<file path="src/common/obj_dma_pkg.sv">
/* object attribute DMA shared definitions
   widths, fsm states and transfer constants for the sprite attribute copy */

package obj_dma_pkg;

    // running byte count of one transfer
    typedef logic [9:0] dma_count_t;

    // byte address on the main cpu bus, after the board scramble
    typedef logic [9:0] main_addr_t;

    // one byte of attribute data
    typedef logic [7:0] bus_byte_t;

    // object slot inside one attribute bank
    typedef logic [7:0] obj_index_t;

    // which of the four attribute banks
    typedef logic [1:0] bank_sel_t;

    // assembled attribute word
    // bank 3 sits in bits 28:24, then banks 2, 1 and 0 down to bit 0
    typedef logic [28:0] obj_attr_t;

    // dma controller states
    typedef enum logic [1:0] {
        IDLE = 2'd0,
        XFER = 2'd1,
        DONE = 2'd2
    } dma_state_t;

    // bytes moved per vblank, 4 banks of 256
    localparam logic [10:0] DMA_LEN = 11'd1024;

    // bank 3 only keeps the low bits of each byte
    localparam logic [2:0] BANK3_W = 3'd5;

endpackage

</file>
<file path="src/rtl/obj_dma_counter.sv">
/* dma transfer counter
   byte count with clear and advance, plus the scrambled main memory address */

`timescale 1ns/100ps

module obj_dma_counter (
    input  logic                    clk,
    input  logic                    rst_n,
    input  logic                    clear,
    input  logic                    advance,
    output obj_dma_pkg::dma_count_t count,
    output logic                    last,
    output obj_dma_pkg::main_addr_t wb_adr
);

    obj_dma_pkg::dma_count_t count_q;

    // clear wins over advance
    always_ff @(posedge clk or negedge rst_n) begin
        if (!rst_n) begin
            count_q <= '0;
        end else if (clear) begin
            count_q <= '0;
        end else if (advance) begin
            count_q <= count_q + 1'b1;
        end
    end

    assign count = count_q;

    // final byte of the block
    assign last = (count_q == obj_dma_pkg::dma_count_t'(obj_dma_pkg::DMA_LEN - 1'b1));

    // the board routes the counter onto the cpu address bus out of order
    always_comb begin
        wb_adr[2] = count_q[0];
        wb_adr[6] = count_q[1];
        wb_adr[3] = count_q[2];
        wb_adr[4] = count_q[3];
        wb_adr[7] = count_q[4];
        wb_adr[8] = count_q[5];
        wb_adr[9] = count_q[6];
        wb_adr[5] = count_q[7];
        wb_adr[0] = count_q[8];
        wb_adr[1] = count_q[9];
    end

    // the controller must stop stepping once the last byte is reached
    a_no_wrap : assert property (@(posedge clk) disable iff (!rst_n)
        !(advance && last && !clear));

endmodule

</file>
<file path="config.mk">
export PLATFORM = sky130hd
export DESIGN_NAME = obj_dma_counter
export DESIGN_NICKNAME = d
export VERILOG_FILES = /design/src/common/obj_dma_pkg.sv /design/src/rtl/obj_dma_counter.sv
export SDC_FILE = /design/constraint.sdc
export NUM_CORES = 1
export LEC_CHECK = 0
export BUFFER_PORTS_ARGS = -buffer_cell sky130_fd_sc_hd__buf_2
export CELL_PAD_IN_SITES_DETAIL_PLACEMENT = 1
export CELL_PAD_IN_SITES_GLOBAL_PLACEMENT = 2
export CORE_UTILIZATION = 23
export DETAILED_ROUTE_END_ITERATION = 8
export PLACE_DENSITY_LB_ADDON = 0.3
export SYNTH_ARGS = -nofsm -noshare
export SYNTH_HDL_FRONTEND = slang
export SYNTH_SLANG_ARGS = --single-unit
export TNS_END_PERCENT = 50
</file>
<file path="constraint.sdc">
create_clock -name clk -period 1.5 [get_ports clk]
set_clock_uncertainty 0.15 [all_clocks]
set_input_delay 0.225 -clock clk [delete_from_list [all_inputs] [get_ports clk]]
set_output_delay 0.225 -clock clk [all_outputs]
set_load 0.005 [all_outputs]
</file>
==> metrics.md <==
| Metric | Value |
|---|---|
| Largest net degree at the start of global routing | `11` |
| Clock buffer depth | `2` |
| Leak | `0.441 nW` |
| CP cell instances | `nand4_2, buf_6, nor3_2, buf_2` |
| 1st-iter DRT viols | `3` |
| Routed WL | `between 1500 and 2000 um` |
| Period utilisation layout | `104%` |
| Max reg flops | `10` |
| RSZ-0062 raised after global routing | `yes` |
| YS warnings | `0` |
| Final setup margin | `-66.5 ps` |
| Count of buffer and inverter cells on the critical path | `2` |
| Setup TNS | `-109 ps` |
| Post-Syn Instances | `59` |
| Worst Path Arrival | `1190 ps` |
| Max-Cap Viols | `0` |
| Actual slew at the worst max-slew pin | `about 280 ps` |
| First-pass GRT wire length | `around 2500 um` |
| Commonest non-fill, non-tap cell in the layout | `buf_2` |
| IO Port Bufs | `24` |
| Syn Nets | `64` |
| Die footprint | `between 2000 and 3000 sq um` |
| Layout fillers | `approximately 280` |
| CTS tree | `built` |
| Root buf cell | `clkbuf_4` |
| Pwr dens | `~700 nW/um^2` |
| Setup Viol. Count Final | `2` |
| DR pass1 iterations | `2` |
| Antenna violations before repair | `0` |
| Residual DRC | `0` |
| Slowest stage cell, crit path | `dfrtp_1` |
| Flop pwr share | `roughly 46%` |
| Clk pin slew, worst setup/hold paths | `~80 ps` |
| Largest area contributor in the netlist | `dfrtp_1` |
| Synth unique cells | `21` |
| Initial Utilization | `roughly a quarter` |
| Worst IR Drop VDD | `about 0.00032 V` |
| Worst path required time | `~1100 ps` |
| Htree depth | `1` |
| Area growth syn-to-layout | `53.1%` |
| Clk_lat worst skew | `270 ps` |
| Share of the synthesized area in the top cell type | `43.2%` |
| Rows | `17` |
| CP top delay family | `flip-flops` |
| Critical Path Stages | `4` |
| Hold Path Class | `input pin to asynchronous set/reset pin` |
| Mean Syn Cell Area | `slightly below 10 sq um` |
| Max_slew headroom | `around 81%` |
| Kind of end point of the critical path | `primary output` |
| Hold Vio Cnt, Final | `0` |
| Final Max Tran Viols | `0` |
| DIE WIDTH | `52.2 um` |
| Clock share of power | `41.5%` |
| CP peak stage delay | `between 300 and 400 ps` |
| P_int | `about 0.46 mW` |
| Post-Layout Inst Area | `~900 sq um` |
| Most frequent cells in the layout | `buf_2 (24), buf_4 (14), dfrtp_1 (8)` |
| Core area | `roughly 2300 sq um` |
| Global route overflow | `0` |
| Outcome | `finished with violations` |
| Routed WL per cell | `~13 um` |
| Tot GR Track Use | `approximately an eighth` |
| Vias in the first global route | `approximately 580` |
| Critical Path Source Type | `register` |
| Combinational share of power | `12.7%` |
| Post-route ant nets | `0` |
| Final nets | `100` |
| Layout cells sized above 1 | `60.6%` |
| Diodes inserted | `0` |
| TritonCTS sink count | `10` |
| Yosys reg bits | `10` |
| Max frequency | `638 MHz` |
| Placed Area | `~750 sq um` |
| Switching Share | `25.2%` |
| Crit Path Category | `register to primary output` |
| Largest cells by area after synthesis | `dfrtp_1 (43%), buf_4 (13%), o2111ai_4 (4.5%)` |
| Via-to-Cell Ratio | `4.56` |
| GPL Wtd Cong | `around 0.75` |
| Period minus WS final | `1570 ps` |
| Failing checks | `negative setup slack` |
| Io pins | `25` |
| P_sw | `0.157 mW` |
| Crit path max fanout | `2` |
| TritonCTS Buffers | `3` |
| Via count | `about 560` |
| Post-DP HPWL | `1120 um` |
| Reg2Reg Depth | `4` |
| Chip Height | `52.2 um` |
| Mapped cell area | `between 500 and 600 sq um` |
| Sequential cell area fraction in the yosys report | `between 40% and 50%` |
## cell type report
class	count	area [sq um]	area share, %
clock buffers	4	36.3	4.09
multi-input cells	36	279	31.5
inverters	1	3.75	0.423
well taps	28	35.0	3.95
repair buffers	43	280	31.6
flip-flops and latches	10	253	28.5
## timing repair
item                       4_1_cts  5_1_grt
buffers inserted                 4        3
hold buffers                     1        0
resized for setup                4        8
hold endpoints to repair        10        0
setup endpoints to repair        2        7
pin swaps                        3        4
## synth_stat cells
| master | n |
|---|---|
| buf_4 | 10 |
| dfrtp_1 | 10 |
| a21oi_1 | 5 |
| nor2_1 | 5 |
| nand2_1 | 3 |
| nand3_1 | 3 |
| o21ai_0 | 3 |
| or3_1 | 3 |
| xor2_1 | 3 |
| o31ai_1 | 2 |
| or4_1 | 2 |
| buf_2 | 1 |
| clkbuf_1 | 1 |
| ha_1 | 1 |
| inv_1 | 1 |
| mux2i_1 | 1 |
| nand4_1 | 1 |
| nand4_2 | 1 |
| nor3_1 | 1 |
| o2111ai_4 | 1 |
| xnor2_1 | 1 |
## per-layer routing
| metal | wire, um | up-vias | share of wire [%] | GRT usage, % |
|---|---|---|---|---|
| met3 | 49 | 7 | 3.2 | 2.90 |
| li1 | - | 266 | - | - |
| met1 | 647 | 268 | 42 | 13.5 |
| met2 | 787 | 15 | 51 | 23.3 |
| met5 | 0 | - | 0 | 0 |
| met4 | 56 | 0 | 3.6 | 10.1 |
## metrics by stage
| stage | instances | hold slack, ps | util (%) | total power [mW] | setup slack [ps] |
|---|---|---|---|---|---|
| after CTS | 120 | 180 | 36.8 | 0.624 | -92.0 |
| after global placement | 111 | -47.3 | 32.5 | 0.349 | 30.5 |
| after floorplan | 59 | -221 | - | 0.320 | 12.2 |
| final | 122 | 181 | 38.6 | 0.622 | -66.5 |
| after global routing | 122 | 184 | 38.6 | 0.654 | -128 |
| after detailed placement | 111 | -41.7 | 32.5 | 0.351 | 17.9 |
## logic make-up (layout without fill, tap and decap cells)
| family | count (synthesis) | count (layout) | synth area share (%) |
|---|---|---|---|
| xor+xnor | 4 | 4 | 6.05 |
| flops | 10 | 10 | 43.2 |
| fa+ha+maj | 1 | 1 | 2.16 |
| mux | 1 | 1 | 1.73 |
| simple gates | 19 | 19 | 17.7 |
| buf+inv | 13 | 48 | 15.1 |
| compound gates | 11 | 11 | 14.0 |
## power by group through the flow
stage	clock, mW	sequential [mW]	combinational, mW
after floorplan	0	0.292	0.0281
after global placement	0	0.288	0.0612
after detailed placement	0	0.289	0.0620
after CTS	0.264	0.284	0.0772
after global routing	0.280	0.285	0.0891
final	0.258	0.284	0.0792
## worst reg2reg max path, delay by kind of cell, from the launching register on
kind	cells	cell delay, ps
DFF	1	420
buffers and inverters	1	120
AOI/OAI and AO/OA	2	240
and+or+nand+nor	1	540
## final timing paths
check	start	endpoint	slack, ps
max	count[3]	last	-70
min	rst_n	count[0]	180
max reg2reg	count[1]	count[9]	-40
min reg2reg	count[8]	count[8]	460
max in group asynchronous	rst_n	count[1]	810
min in group clk	clear	count[8]	180
(Power assumes the default switching activity.)
