--- config.mk ---
export PLATFORM = sky130hd
export DESIGN_NAME = obj_dma_fsm_flat
export DESIGN_NICKNAME = d
export VERILOG_FILES = /design/src/common/obj_dma_pkg.sv /design/src/common/obj_wr_if.sv /design/src/rtl/obj_dma_fsm.sv /design/src/flat_wrapper.sv
export SDC_FILE = /design/constraint.sdc
export NUM_CORES = 1
export LEC_CHECK = 0
export BUFFER_PORTS_ARGS = -buffer_cell sky130_fd_sc_hd__buf_4
export CAP_MARGIN = 20
export CORE_AREA = 2 2 39 41
export CTS_BUF_LIST = sky130_fd_sc_hd__clkbuf_4 sky130_fd_sc_hd__clkbuf_8
export DETAILED_ROUTE_END_ITERATION = 7
export DIE_AREA = 0 0 41 43
export HOLD_SLACK_MARGIN = 0.15
export PLACE_DENSITY = 0.67
export SYNTH_ARGS = -nofsm -noshare
export SYNTH_HDL_FRONTEND = slang
export SYNTH_SLANG_ARGS = --single-unit
--- constraint.sdc ---
create_clock -name clk -period 2.1 [get_ports clk]
set_clock_uncertainty 0.15 [all_clocks]
set_input_delay 0.42 -clock clk [delete_from_list [all_inputs] [get_ports clk]]
set_output_delay 0.42 -clock clk [all_outputs]
set_load 0.01 [all_outputs]
--- src/common/obj_dma_pkg.sv ---
/* object attribute DMA shared definitions
   widths, fsm states and transfer constants for the sprite attribute copy */

package obj_dma_pkg;

    // running byte count of one transfer
    typedef logic [9:0] dma_count_t;

    // byte address on the main cpu bus, after the board scramble
    typedef logic [9:0] main_addr_t;

    // one byte of attribute data
    typedef logic [7:0] bus_byte_t;

    // object slot inside one attribute bank
    typedef logic [7:0] obj_index_t;

    // which of the four attribute banks
    typedef logic [1:0] bank_sel_t;

    // assembled attribute word
    // bank 3 sits in bits 28:24, then banks 2, 1 and 0 down to bit 0
    typedef logic [28:0] obj_attr_t;

    // dma controller states
    typedef enum logic [1:0] {
        IDLE = 2'd0,
        XFER = 2'd1,
        DONE = 2'd2
    } dma_state_t;

    // bytes moved per vblank, 4 banks of 256
    localparam logic [10:0] DMA_LEN = 11'd1024;

    // bank 3 only keeps the low bits of each byte
    localparam logic [2:0] BANK3_W = 3'd5;

endpackage

--- src/common/obj_wr_if.sv ---
/* attribute write path
   one byte write per cycle from the dma fsm into the banked attribute ram */

`timescale 1ns/100ps

interface obj_wr_if;

    // no handshake, the ram takes a write on every cycle we is high
    logic                   we;
    obj_dma_pkg::bank_sel_t bank;
    obj_dma_pkg::obj_index_t index;
    obj_dma_pkg::bus_byte_t  data;

    // dma side
    modport src (
        output we,
        output bank,
        output index,
        output data
    );

    // ram side
    modport dst (
        input  we,
        input  bank,
        input  index,
        input  data
    );

endinterface

--- src/rtl/obj_dma_fsm.sv ---
/* object dma controller
   starts on vblank rise, owns the wishbone bus for 1024 reads and
   forwards each acked byte as an attribute ram write */

`timescale 1ns/100ps

module obj_dma_fsm (
    input  logic                    clk,
    input  logic                    rst_n,
    input  logic                    vblank,
    input  logic                    wb_ack,
    input  obj_dma_pkg::bus_byte_t  wb_dat_i,
    input  obj_dma_pkg::dma_count_t count,
    input  logic                    last,
    output logic                    wb_cyc,
    output logic                    wb_stb,
    output logic                    wb_we,
    output logic                    cnt_clear,
    output logic                    cnt_advance,
    output logic                    busy,
    obj_wr_if.src                   wr
);

    obj_dma_pkg::dma_state_t state;
    obj_dma_pkg::dma_state_t state_nxt;
    logic                    vblank_q;
    logic                    vb_rise;
    logic                    in_xfer;
    logic                    byte_done;

    // previous vblank level for edge detect
    always_ff @(posedge clk or negedge rst_n) begin
        if (!rst_n) begin
            vblank_q <= 1'b0;
        end else begin
            vblank_q <= vblank;
        end
    end

    assign vb_rise   = vblank & ~vblank_q;
    assign in_xfer   = (state == obj_dma_pkg::XFER);
    // a byte moves when the slave acks our strobe
    assign byte_done = in_xfer & wb_ack;

    always_comb begin
        state_nxt = state;
        case (state)
            obj_dma_pkg::IDLE: begin
                // edges seen in XFER or DONE are simply dropped
                if (vb_rise) begin
                    state_nxt = obj_dma_pkg::XFER;
                end
            end
            obj_dma_pkg::XFER: begin
                if (byte_done && last) begin
                    state_nxt = obj_dma_pkg::DONE;
                end
            end
            obj_dma_pkg::DONE: begin
                // one idle cycle with the bus released
                state_nxt = obj_dma_pkg::IDLE;
            end
            default: begin
                state_nxt = obj_dma_pkg::IDLE;
            end
        endcase
    end

    always_ff @(posedge clk or negedge rst_n) begin
        if (!rst_n) begin
            state <= obj_dma_pkg::IDLE;
        end else begin
            state <= state_nxt;
        end
    end

    // holding cyc is bus ownership, stb stays up for back to back reads
    assign wb_cyc = in_xfer;
    assign wb_stb = in_xfer;
    // read only master
    assign wb_we  = 1'b0;
    assign busy   = in_xfer;

    // restart the count as the transfer begins
    assign cnt_clear   = (state == obj_dma_pkg::IDLE) & vb_rise;
    // the count parks at 1023 after the final byte
    assign cnt_advance = byte_done & ~last;

    // bank from top count bits, slot from the low byte
    assign wr.we    = byte_done;
    assign wr.bank  = count[9:8];
    assign wr.index = count[7:0];
    assign wr.data  = wb_dat_i;

    // strobe and address hold until the slave acks
    a_adr_hold : assert property (@(posedge clk) disable iff (!rst_n)
        wb_stb && !wb_ack |=> wb_stb && $stable(count));

    // every block starts from the first byte
    a_start_at_zero : assert property (@(posedge clk) disable iff (!rst_n)
        $rose(wb_cyc) |-> count == '0);

endmodule

--- src/flat_wrapper.sv ---
// flat-port wrapper written by rule: the top's interface ports become plain ports
module obj_dma_fsm_flat 
  (clk, rst_n, vblank, wb_ack, wb_dat_i, count, last, wb_cyc, wb_stb, wb_we, cnt_clear, cnt_advance, busy, wr_we, wr_bank, wr_index, wr_data);
  obj_wr_if wr_i ();
  input  logic clk;
  input  logic rst_n;
  input  logic vblank;
  input  logic wb_ack;
  input  obj_dma_pkg::bus_byte_t wb_dat_i;
  input  obj_dma_pkg::dma_count_t count;
  input  logic last;
  output logic wb_cyc;
  output logic wb_stb;
  output logic wb_we;
  output logic cnt_clear;
  output logic cnt_advance;
  output logic busy;
  output wire logic [$bits(wr_i.we)-1:0] wr_we;
  output wire logic [$bits(wr_i.bank)-1:0] wr_bank;
  output wire logic [$bits(wr_i.index)-1:0] wr_index;
  output wire logic [$bits(wr_i.data)-1:0] wr_data;
  assign wr_we = wr_i.we;
  assign wr_bank = wr_i.bank;
  assign wr_index = wr_i.index;
  assign wr_data = wr_i.data;
  obj_dma_fsm u_core (.clk(clk), .rst_n(rst_n), .vblank(vblank), .wb_ack(wb_ack), .wb_dat_i(wb_dat_i), .count(count), .last(last), .wb_cyc(wb_cyc), .wb_stb(wb_stb), .wb_we(wb_we), .cnt_clear(cnt_clear), .cnt_advance(cnt_advance), .busy(busy), .wr(wr_i));
endmodule
==> qor.log <==
qor: route.ant_nets 0
qor: timing.drv_slew 0
qor: critical_path.worstPathRequired 1.53 ns
qor: cts.ctsHtreeMaxLevel 1
qor: global_route.via_count_of_the_first_global_routing_pass 178
qor: critical_path.ff2ff_setup_slack 1.10 ns
qor: placed_design.dpl_worst_slack 0.6176 ns
qor: placed_design.port-buffer-count 10
qor: floorplanning.full_die_area 0.001763 mm²
qor: finish.layout.nets 51
qor: timing.timing.final.crit_period 1.997 ns
qor: global_route.pin_count_of_the_biggest_net_entering_global_routing 8
qor: critical_path.path_max_fanout 2
qor: logic_synthesis.ys_seq_area_share 24.39%
qor: global_route.grt_pass1_wl 710 µm
qor: cts.numCtsBuffers 3
qor: route.wl_per_cell 10.56 µm
qor: logic_synthesis.synth.most_common_cell sky130_fd_sc_hd__buf_4
qor: pwr.cell_internal_pwr 0.2026 mW
qor: floorplanning.io_pins 48
qor: hold_path.min-delay-path-class primary input to flop
qor: timing.tns 0 ns
qor: pwr.power.share.switching 26.72%
qor: global_route.grt_overflow_total 0
qor: critical_path.crit_arrival 1.43 ns
qor: pwr.p_switching 0.07388 mW
qor: run.max_cap_violations 0
qor: cts.tritoncts yes
qor: logic_synthesis.ys_seq_elements 3
qor: cts.clock_tree.root_cell sky130_fd_sc_hd__clkbuf_4
qor: pwr.power-per-cell-area 936.3 mW/mm²
qor: critical_path.setup.worst_path.start_class primary input
qor: floorplanning.die_height 43 µm
qor: logic_synthesis.gate_count_after_technology_mapping 32
qor: logic_synthesis.postSynth.topFlopCell sky130_fd_sc_hd__dfrtp_1
qor: route.route.detailed.vias_per_inst 3.651
qor: critical_path.timing.critical_path.from vblank
qor: timing.report.final.hold_viol_count 0
qor: timing.unrepaired_setup_endpoints_after_global_routing false
qor: cts.ctsLongestPathBuffers 2
qor: critical_path.path_class primary input to primary output
qor: timing.setup-violations-final 0
qor: timing.fin_crit_sh 95.09%
qor: pwr.cellLeakagePower 0.1594 nW
qor: finish.layout-area-overhead-vs-synth -4.065%
qor: logic_synthesis.synth_area_leaders sky130_fd_sc_hd__buf_4 51%, sky130_fd_sc_hd__dfrtp_1 24%, sky130_fd_sc_hd__nor4b_4 7.7%, sky130_fd_sc_hd__nor2b_4 4.5%, sky130_fd_sc_hd__and3b_1 2.8%
qor: cts.cts_sinks 3
qor: logic_synthesis.netlist-cell-type-count 10
qor: placed_design.post_dp_cell_area 245.2 µm²
qor: pwr.totalPowerFinal 0.2765 mW
qor: route.vias 157
qor: hold_path.hold_path.startpoint wb_ack
qor: floorplanning.floorplan.initialDensity 22.24%
qor: timing.whs 0.3062 ns
qor: logic_synthesis.post_synth.cell_area_avg 9.619 µm²
qor: logic_synthesis.synth-edff-count 0
qor: logic_synthesis.synth_nets 55
qor: finish.drive_above_1_share 62.96%
qor: logic_synthesis.synthArstFlopShare 100.0%
qor: global_route.antenna_found_initial 0
qor: route.detail_route.iter0.violations 0
qor: status.status finished, final reports clean
qor: pwr.peakVddDrop 0.1813 mV
qor: route.drt_drc_violations_left 0
qor: global_route.global_route.usage.total 6.841%
qor: logic_synthesis.synth_top_cells_by_count 21 x sky130_fd_sc_hd__buf_4, 3 x sky130_fd_sc_hd__dfrtp_1
qor: pwr.power.share.combinational 32.1%
qor: hold_path.worst_hold_path.endpoint u_core.state[1]
qor: critical_path.r2r_start u_core.state[1]
qor: finish.final_area 295.3 µm²
qor: cts.clk_pin_slew 0.04 ns
qor: cts.insertion_delay 0.23 ns
qor: cts.cts.repair.resized 0
qor: pwr.clkPwrFrac 41.0%
qor: route.detail_route.wirelength 454 µm
qor: floorplanning.die_width 41 µm
qor: pwr.power.share.sequential 26.9%
qor: floorplanning.std_cell_rows 14
qor: critical_path.cp-end-kind primary output
qor: timing.fmax 0.5008 GHz
qor: placed_design.gp_congestion 0.5385
qor: timing.post-route-worst-setup-slack 0.1031 ns
qor: logic_synthesis.syn_area 307.8 µm²
qor: finish.num_antenna_cells 0
qor: hold_path.min_delay_path_depth 2
qor: route.drt_first_pass_iters 1
qor: logic_synthesis.warnings_from_yosys 0
qor: logic_synthesis.synthDominantCellAreaShare 51.22%
qor: critical_path.rr_endpoint u_core.state[1]
qor: floorplanning.coreArea 0.001384 mm²
qor: critical_path.reg2reg_depth 2
qor: logic_synthesis.yosysTopAreaCell sky130_fd_sc_hd__buf_4
[cells in the final DEF, fill, tap and decap left out]
cell type,count
sky130_fd_sc_hd__buf_4,10
sky130_fd_sc_hd__clkbuf_4,4
sky130_fd_sc_hd__dfrtp_1,3
sky130_fd_sc_hd__dlygate4sd3_1,2
sky130_fd_sc_hd__nor2b_4,1
sky130_fd_sc_hd__nor4b_4,1
sky130_fd_sc_hd__and2_2,1
sky130_fd_sc_hd__and3b_1,1
sky130_fd_sc_hd__nand2_1,1
sky130_fd_sc_hd__a21o_1,1
sky130_fd_sc_hd__and3_1,1
sky130_fd_sc_hd__conb_1,1
[kinds of logic after synthesis]
group / share of synthesized area, %
flip-flops: 24.39
buffers and inverters: 51.22
other: 1.218
AO/OA/AOI/OAI: 2.440
AND/OR/NAND/NOR: 20.73
[registers in the layout, summed over array words and instances, names as in the netlist]
| name | count |
|---|---|
| u_core.state | 2 |
| u_core.vblank_q | 1 |
[power by group through the flow]
stage / Combinational (mW) / Clock, mW / Sequential, mW
2_1_floorplan: 0.0933 / 0 / 0.0743
3_3_place_gp: 0.0866 / 0 / 0.0746
3_5_place_dp: 0.0875 / 0 / 0.0751
4_1_cts: 0.0891 / 0.120 / 0.0743
5_1_grt: 0.0968 / 0.128 / 0.0749
6_report: 0.0888 / 0.113 / 0.0743
[worst max path at each step]
| stage | end | slack, ns | cells past startpoint |
|---|---|---|---|
| after floorplan | cnt_advance | 0.71 | 2 |
| final | cnt_clear | 0.10 | 4 |
| after CTS | cnt_advance | 0.36 | 3 |
| after detailed placement | cnt_advance | 0.62 | 3 |
| after global routing | cnt_clear | 0.008 | 4 |
| after global placement | cnt_advance | 0.63 | 3 |
[routing by layer]
metal / up-vias / part of all wire [%] / GRT usage (%)
met2: 19 / 45 / 6.875
met3: 2 / 20 / 6.806
met5: - / 0 / 0
met1: 67 / 33 / 6.149
met4: 0 / 1.1 / 9.333
li1: 69 / - / -
[timing repair]
| action | CTS | global route |
|---|---|---|
| buffers inserted | 0 | 0 |
| hold buffers | 1 | 1 |
| hold endpoints to repair | 3 | 1 |
[through the flow]
stage	std cells	util, %
final	43	21.34
after global routing	43	21.34
after CTS	42	20.61
after detailed placement	37	17.72
after global placement	37	17.72
after floorplan	32	-
[layout make-up]
class / instances / area, µm²
flip-flops and latches: 3 / 75.07
well taps: 16 / 20.02
multi-input cells: 8 / 75.07
clock buffers: 4 / 30.03
fillers: 152 / 1089
repair buffers: 12 / 95.09
[critical path, cell delays in order]
cell and delay (ns):
sky130_fd_sc_hd__dlygate4sd3_1 0.53, sky130_fd_sc_hd__buf_4 0.11, sky130_fd_sc_hd__nor4b_4 0.20, sky130_fd_sc_hd__buf_4 0.16
(Power assumes the default switching activity.)
